==> src/mips_pkg.sv <==
package mips_pkg;

    localparam int DATA_W     = 32;
    localparam int REG_ADDR_W = 5;
    localparam int IMM_W      = 16;
    localparam int OPCODE_W   = 6;
    localparam int FUNCT_W    = 6;

    localparam logic [OPCODE_W-1:0] OP_RTYPE = 6'd0;
    localparam logic [OPCODE_W-1:0] OP_ADDI  = 6'd8;
    localparam logic [OPCODE_W-1:0] OP_LW    = 6'd35;
    localparam logic [OPCODE_W-1:0] OP_SW    = 6'd43;
    localparam logic [OPCODE_W-1:0] OP_HALT  = 6'd63;

    localparam logic [FUNCT_W-1:0] FN_ADD = 6'd32;
    localparam logic [FUNCT_W-1:0] FN_SUB = 6'd34;
    localparam logic [FUNCT_W-1:0] FN_AND = 6'd36;
    localparam logic [FUNCT_W-1:0] FN_OR  = 6'd37;
    localparam logic [FUNCT_W-1:0] FN_SLT = 6'd42;

    typedef enum logic [2:0] {
        ALU_ADD,
        ALU_SUB,
        ALU_AND,
        ALU_OR,
        ALU_SLT
    } alu_op_e;

    typedef enum logic [1:0] {
        FWD_REG,
        FWD_EXMEM,
        FWD_MEMWB
    } fwd_sel_e;

    // ALU class chosen by the control unit
    typedef enum logic [1:0] {
        CLS_ADD,
        CLS_SUB,
        CLS_FUNCT
    } alu_class_e;

    typedef struct packed {
        logic       reg_write;
        logic       mem_to_reg;
        logic       mem_read;
        logic       mem_write;
        logic       alu_src;
        logic       reg_dst;
        logic       halt;
        alu_class_e alu_class;
    } ctrl_t;

    typedef struct packed {
        logic [DATA_W-1:0] instr;
        logic [DATA_W-1:0] pc4;
    } ifid_t;

    typedef struct packed {
        ctrl_t                 ctrl;
        logic [DATA_W-1:0]     rs_val;
        logic [DATA_W-1:0]     rt_val;
        logic [DATA_W-1:0]     imm;
        logic [REG_ADDR_W-1:0] rs;
        logic [REG_ADDR_W-1:0] rt;
        logic [REG_ADDR_W-1:0] rd;
        logic [FUNCT_W-1:0]    funct;
    } idex_t;

    typedef struct packed {
        logic                  reg_write;
        logic                  mem_read;
        logic                  mem_write;
        logic                  mem_to_reg;
        logic                  halt;
        logic [DATA_W-1:0]     alu_result;
        logic [DATA_W-1:0]     store_data;
        logic [REG_ADDR_W-1:0] dst;
    } exmem_t;

    typedef struct packed {
        logic                  reg_write;
        logic                  mem_to_reg;
        logic                  halt;
        logic [DATA_W-1:0]     alu_result;
        logic [DATA_W-1:0]     load_data;
        logic [REG_ADDR_W-1:0] dst;
    } memwb_t;

endpackage

==> src/mips_fetch.sv <==
module mips_fetch #(
    parameter int IMEM_DEPTH = 64
) (
    input  logic                          i_clk,
    input  logic                          i_arst_n,
    input  logic                          i_run,
    input  logic                          i_stall,
    input  logic                          i_imem_we,
    input  logic [$clog2(IMEM_DEPTH)-1:0] i_imem_addr,
    input  logic [mips_pkg::DATA_W-1:0]   i_imem_data,
    output mips_pkg::ifid_t               o_ifid,
    output logic [mips_pkg::DATA_W-1:0]   o_pc
);

    localparam int IMEM_AW = $clog2(IMEM_DEPTH);

    logic [mips_pkg::DATA_W-1:0] imem [IMEM_DEPTH];
    logic [mips_pkg::DATA_W-1:0] pc_q;
    logic [mips_pkg::DATA_W-1:0] pc_next;
    logic [mips_pkg::DATA_W-1:0] instr;
    logic                        halted_q;
    mips_pkg::ifid_t             ifid_q;

    // Program load port
    always_ff @(posedge i_clk) begin
        if (i_imem_we) begin
            imem[i_imem_addr] <= i_imem_data;
        end
    end

    assign instr   = imem[pc_q[IMEM_AW+1:2]];
    assign pc_next = pc_q + mips_pkg::DATA_W'(4);

    always_ff @(posedge i_clk or negedge i_arst_n) begin
        if (!i_arst_n) begin
            pc_q     <= '0;
            halted_q <= 1'b0;
            ifid_q   <= '0;
        end else if (!i_stall) begin
            if (i_run && !halted_q) begin
                pc_q         <= pc_next;
                ifid_q.instr <= instr;
                ifid_q.pc4   <= pc_next;
                // Nothing is fetched past a halt
                halted_q     <= (instr[mips_pkg::DATA_W-1 -: mips_pkg::OPCODE_W]
                                 == mips_pkg::OP_HALT);
            end else begin
                ifid_q <= '0;
            end
        end
    end

    assign o_ifid = ifid_q;
    assign o_pc   = pc_q;

endmodule

==> config.mk <==
export PLATFORM = sky130hd
export DESIGN_NAME = mips_fetch
export DESIGN_NICKNAME = d
export VERILOG_FILES = /design/src/mips_pkg.sv /design/src/mips_fetch.sv
export SDC_FILE = /design/constraint.sdc
export NUM_CORES = 2
export LEC_CHECK = 0
export ABC_AREA = 1
export BUFFER_PORTS_ARGS = -buffer_cell sky130_fd_sc_hd__buf_2
export CAP_MARGIN = 20
export CORE_ASPECT_RATIO = 2
export CORE_MARGIN = 2
export CORE_UTILIZATION = 35
export DETAILED_ROUTE_END_ITERATION = 7
export PLACE_DENSITY_LB_ADDON = 0.1
export SYNTH_ARGS = -nofsm -noshare
export SYNTH_HDL_FRONTEND = slang
export SYNTH_SLANG_ARGS = --single-unit
==> constraint.sdc <==
create_clock -name i_clk -period 4.9 [get_ports i_clk]
set_input_delay 0.98 -clock i_clk [delete_from_list [all_inputs] [get_ports i_clk]]
set_output_delay 0.98 -clock i_clk [all_outputs]
set_load 0.02 [all_outputs]
==> flow_metrics.env <==
export IMPL_worst_setup_path_type="flip-flop to output pin"
export IMPL_avgSynthCellArea_um2=12.4
export IMPL_first_pass_iters=6
export IMPL_synth_warnings=0
export IMPL_crit_path_frequent_cell="buf_4"
export IMPL_num_io_pins=139
export IMPL_max_clock_freq_ghz=0.268
export IMPL_status="finished, final reports clean"
export IMPL_yosys_register_bits=2141
export IMPL_setup_violations=0
export IMPL_grt_setup_unrepaired="no"
export IMPL_start_util_pct=35.2
export IMPL_num_nets_final=7020
export IMPL_drc=0
export IMPL_overflow=0
export IMPL_crit_slowest_cell="dfrtp_4"
export IMPL_grt_pass1_vias=55300
export IMPL_via_per_inst=5.32
export IMPL_placed_area_um2=90500
export IMPL_holdWs_ns=0.196
export IMPL_seq_area_um2=63800
export IMPL_worst_pin_slew_ns=1.13
export IMPL_cts_tree="done"
export IMPL_finalHoldViolCount=0
export IMPL_dieArea_um2=249000
export IMPL_leakage_nw=32.8
export IMPL_clk_pin_slew_worst_paths_ns=0.07
export IMPL_drv_cap=0
export IMPL_hold_path_class="input pin to asynchronous set/reset pin"
export IMPL_num_fill_cells=23000
export IMPL_vdd_drop_max_mv=0.306
export IMPL_critical_path_max_fanout=39
export IMPL_power_density_nw_per_um2=370
export IMPL_postCtsSetupBuffers=0
export IMPL_syn_to_final_growth_pct=12.8
export IMPL_post_route_min_period_ns=3.73
export IMPL_crit_start="o_pc[2]"
export IMPL_reg2reg_setup_slack_ns=1.21
export IMPL_fin_crit_sh_pct=76.1
export IMPL_cts_hold_buf=0
export IMPL_dpl_hpwl_mm=165
export IMPL_slew_headroom_pct=24.8
export IMPL_place_congestion=0.799
export IMPL_endpoint_kind="output pin"
export IMPL_row_count=256
export IMPL_stdcell_area_um2=96600
export IMPL_rr_worst_depth=14
export IMPL_avgRoutedWirePerCell_um=27.2
export IMPL_die_y_um=704
export IMPL_critPathMaxStageDelay_ns=0.79
export IMPL_cts_resized=0
export IMPL_drv_slew=0
export IMPL_antenna_left=0
export IMPL_synth_area_um2=85700
export IMPL_core_area_um2=243000
export IMPL_grt_start_max_net_pins=160
export IMPL_required_ns=3.92
export IMPL_multi_input_area_um2=19400
export IMPL_start_kind="flip-flop"
export IMPL_antenna_found_initial=20
export IMPL_vias=55000
export IMPL_worst_clock_skew_ns=0.0273
export IMPL_port_buffers=134
export IMPL_clk_path_buf_depth=4
export IMPL_cts_root_buffer="clkbuf_16"
export IMPL_crit_chain="buf_4, buf_4, buf_2"
export IMPL_setup_worst_path_end="o_pc[2]"
export IMPL_grt_pass1_wl_mm=405
export IMPL_die_w_um=354
export IMPL_r2r_end="halted_q"
export IMPL_yosysUniqueCellTypes=40
export IMPL_timing_rr_start="o_pc[3]"
export IMPL_clock_latency_ns=0.86
export IMPL_grt_usage_pct=22.4
export IMPL_cts_inserted_buffers=197
export IMPL_htreeDepth=4
export IMPL_synth_cells=6884
export IMPL_drive_gt1_share_pct=9.84
export IMPL_wirelength_mm=282
export IMPL_tritoncts_num_sinks=2141
export IMPL_synth_seq_area_share_pct=74.5
export IMPL_crit_arrival_ns=2.75
export IMPL_drt_iter0_markers=4478
[cells in the mapped netlist]
library cell	number	share of area, %
clkinv_1	1	0.0044
nor2_2	2	0.015
nor4_2	1	0.015
or2_1	6	0.044
edfxtp_1	2048	72
buf_2	135	0.79
a21o_1	1	0.0088
buf_12	1	0.023
a21oi_1	153	0.89
nand3_1	382	2.2
xnor2_1	1	0.010
nor2_4	2	0.026
o221ai_1	101	1.0
nand4_1	12	0.088
o21ai_0	707	4.1
conb_1	1	0.0044
nor3_1	38	0.22
clkbuf_1	192	0.84
inv_1	141	0.62
nor3_2	1	0.012
o211ai_1	105	0.92
a211oi_1	49	0.43
inv_2	2	0.0088
ha_1	1	0.015
dfrtp_1	93	2.7
o31a_1	1	0.010
buf_1	29	0.13
buf_4	54	0.47
or2_2	9	0.066
nor3b_1	1	0.0088
nand2_1	1450	6.4
o21ai_1	40	0.23
clkbuf_2	2	0.012
nor2_1	901	3.9
nor4_1	10	0.073
xor2_1	14	0.14
buf_6	40	0.53
o22ai_1	151	1.1
nand2_2	2	0.015
a22o_1	4	0.041
[registers in the layout, summed over array words and instances, names as in the netlist]
| name | flops |
|---|---|
| o_pc | 30 |
| o_ifid | 62 |
| halted_q | 1 |
| imem | 2048 |
[layout make-up]
class	instances	share of cell area [%]
diodes	5	0.0129
inverters	144	0.588
clock buffers	249	5.41
clock inverters	96	0.794
repair buffers	343	2.85
multi-input cells	4149	20.1
flip-flops and latches	2141	66.1
well taps	3225	4.18
[metal layers]
layer | routed length (um) | GRT usage [%] | vias to the layer above
li1 | - | - | 24800
met3 | 11300 | 2.27 | 416
met2 | 149000 | 41.5 | 1397
met5 | 25 | 0 | -
met4 | 8250 | 6.70 | 4
met1 | 113000 | 27.2 | 28400
[worst min path at each step]
stage	from	to	cells after the start	slack [ns]
5_1_grt	i_arst_n	o_ifid[20]	1	0.21
2_1_floorplan	halted_q	halted_q	2	0.42
3_3_place_gp	o_ifid[24]	o_ifid[24]	2	0.46
6_report	i_arst_n	o_ifid[20]	1	0.20
3_5_place_dp	o_ifid[17]	o_ifid[17]	2	0.46
4_1_cts	i_arst_n	o_ifid[20]	1	0.15
[power by group]
part           leakage (nW)  switching [W]  total [W]  internal, W
clock                  2.93        0.00685     0.0150      0.00816
combinational          10.2       0.000486   0.000559    0.0000737
sequential             19.6      0.0000243     0.0202       0.0202
[layout by cell type, fill, tap and decap left out, drive strengths merged, types with 49 or more instances in the layout]
master,instances
a211oi,49
o211ai,105
clkinv,76
buf,343
inv,144
edfxtp,2048
clkbuf,249
a21oi,153
nand3,382
o221ai,101
o22ai,151
nand2,1452
nor2,905
o21ai,747
dfrtp,93
[critical path, delay by kind of cell (launching register included)]
| family | cells | cell delay [ns] |
|---|---|---|
| buffers and inverters | 3 | 1.07 |
| flip-flops | 1 | 0.79 |
[kinds of logic after synthesis]
family,Yosys count,share of synthesized area (%)
buffers and inverters,597,3.42
and+or+nand+nor,2817,13.1
DFF,2141,74.5
other,1,0.00438
xor gates and xnor gates,15,0.153
AOI/OAI and AO/OA,1312,8.80
adders and majority gates,1,0.0146
[stage by stage]
step / util (%) / TNS (ns) / total power [W] / setup WS [ns] / cells
2_1_floorplan: - / -53.76 / 0.0207 / -0.210 / 6887
3_5_place_dp: 37.2 / 0 / 0.0211 / 1.20 / 9998
4_1_cts: 39.7 / 0 / 0.0361 / 1.10 / 10300
5_1_grt: 39.7 / 0 / 0.0367 / 1.06 / 10400
3_3_place_gp: 37.2 / 0 / 0.0211 / 1.15 / 9997
6_report: 39.8 / 0 / 0.0357 / 1.17 / 10400
Power figures use the tool's default switching activity.
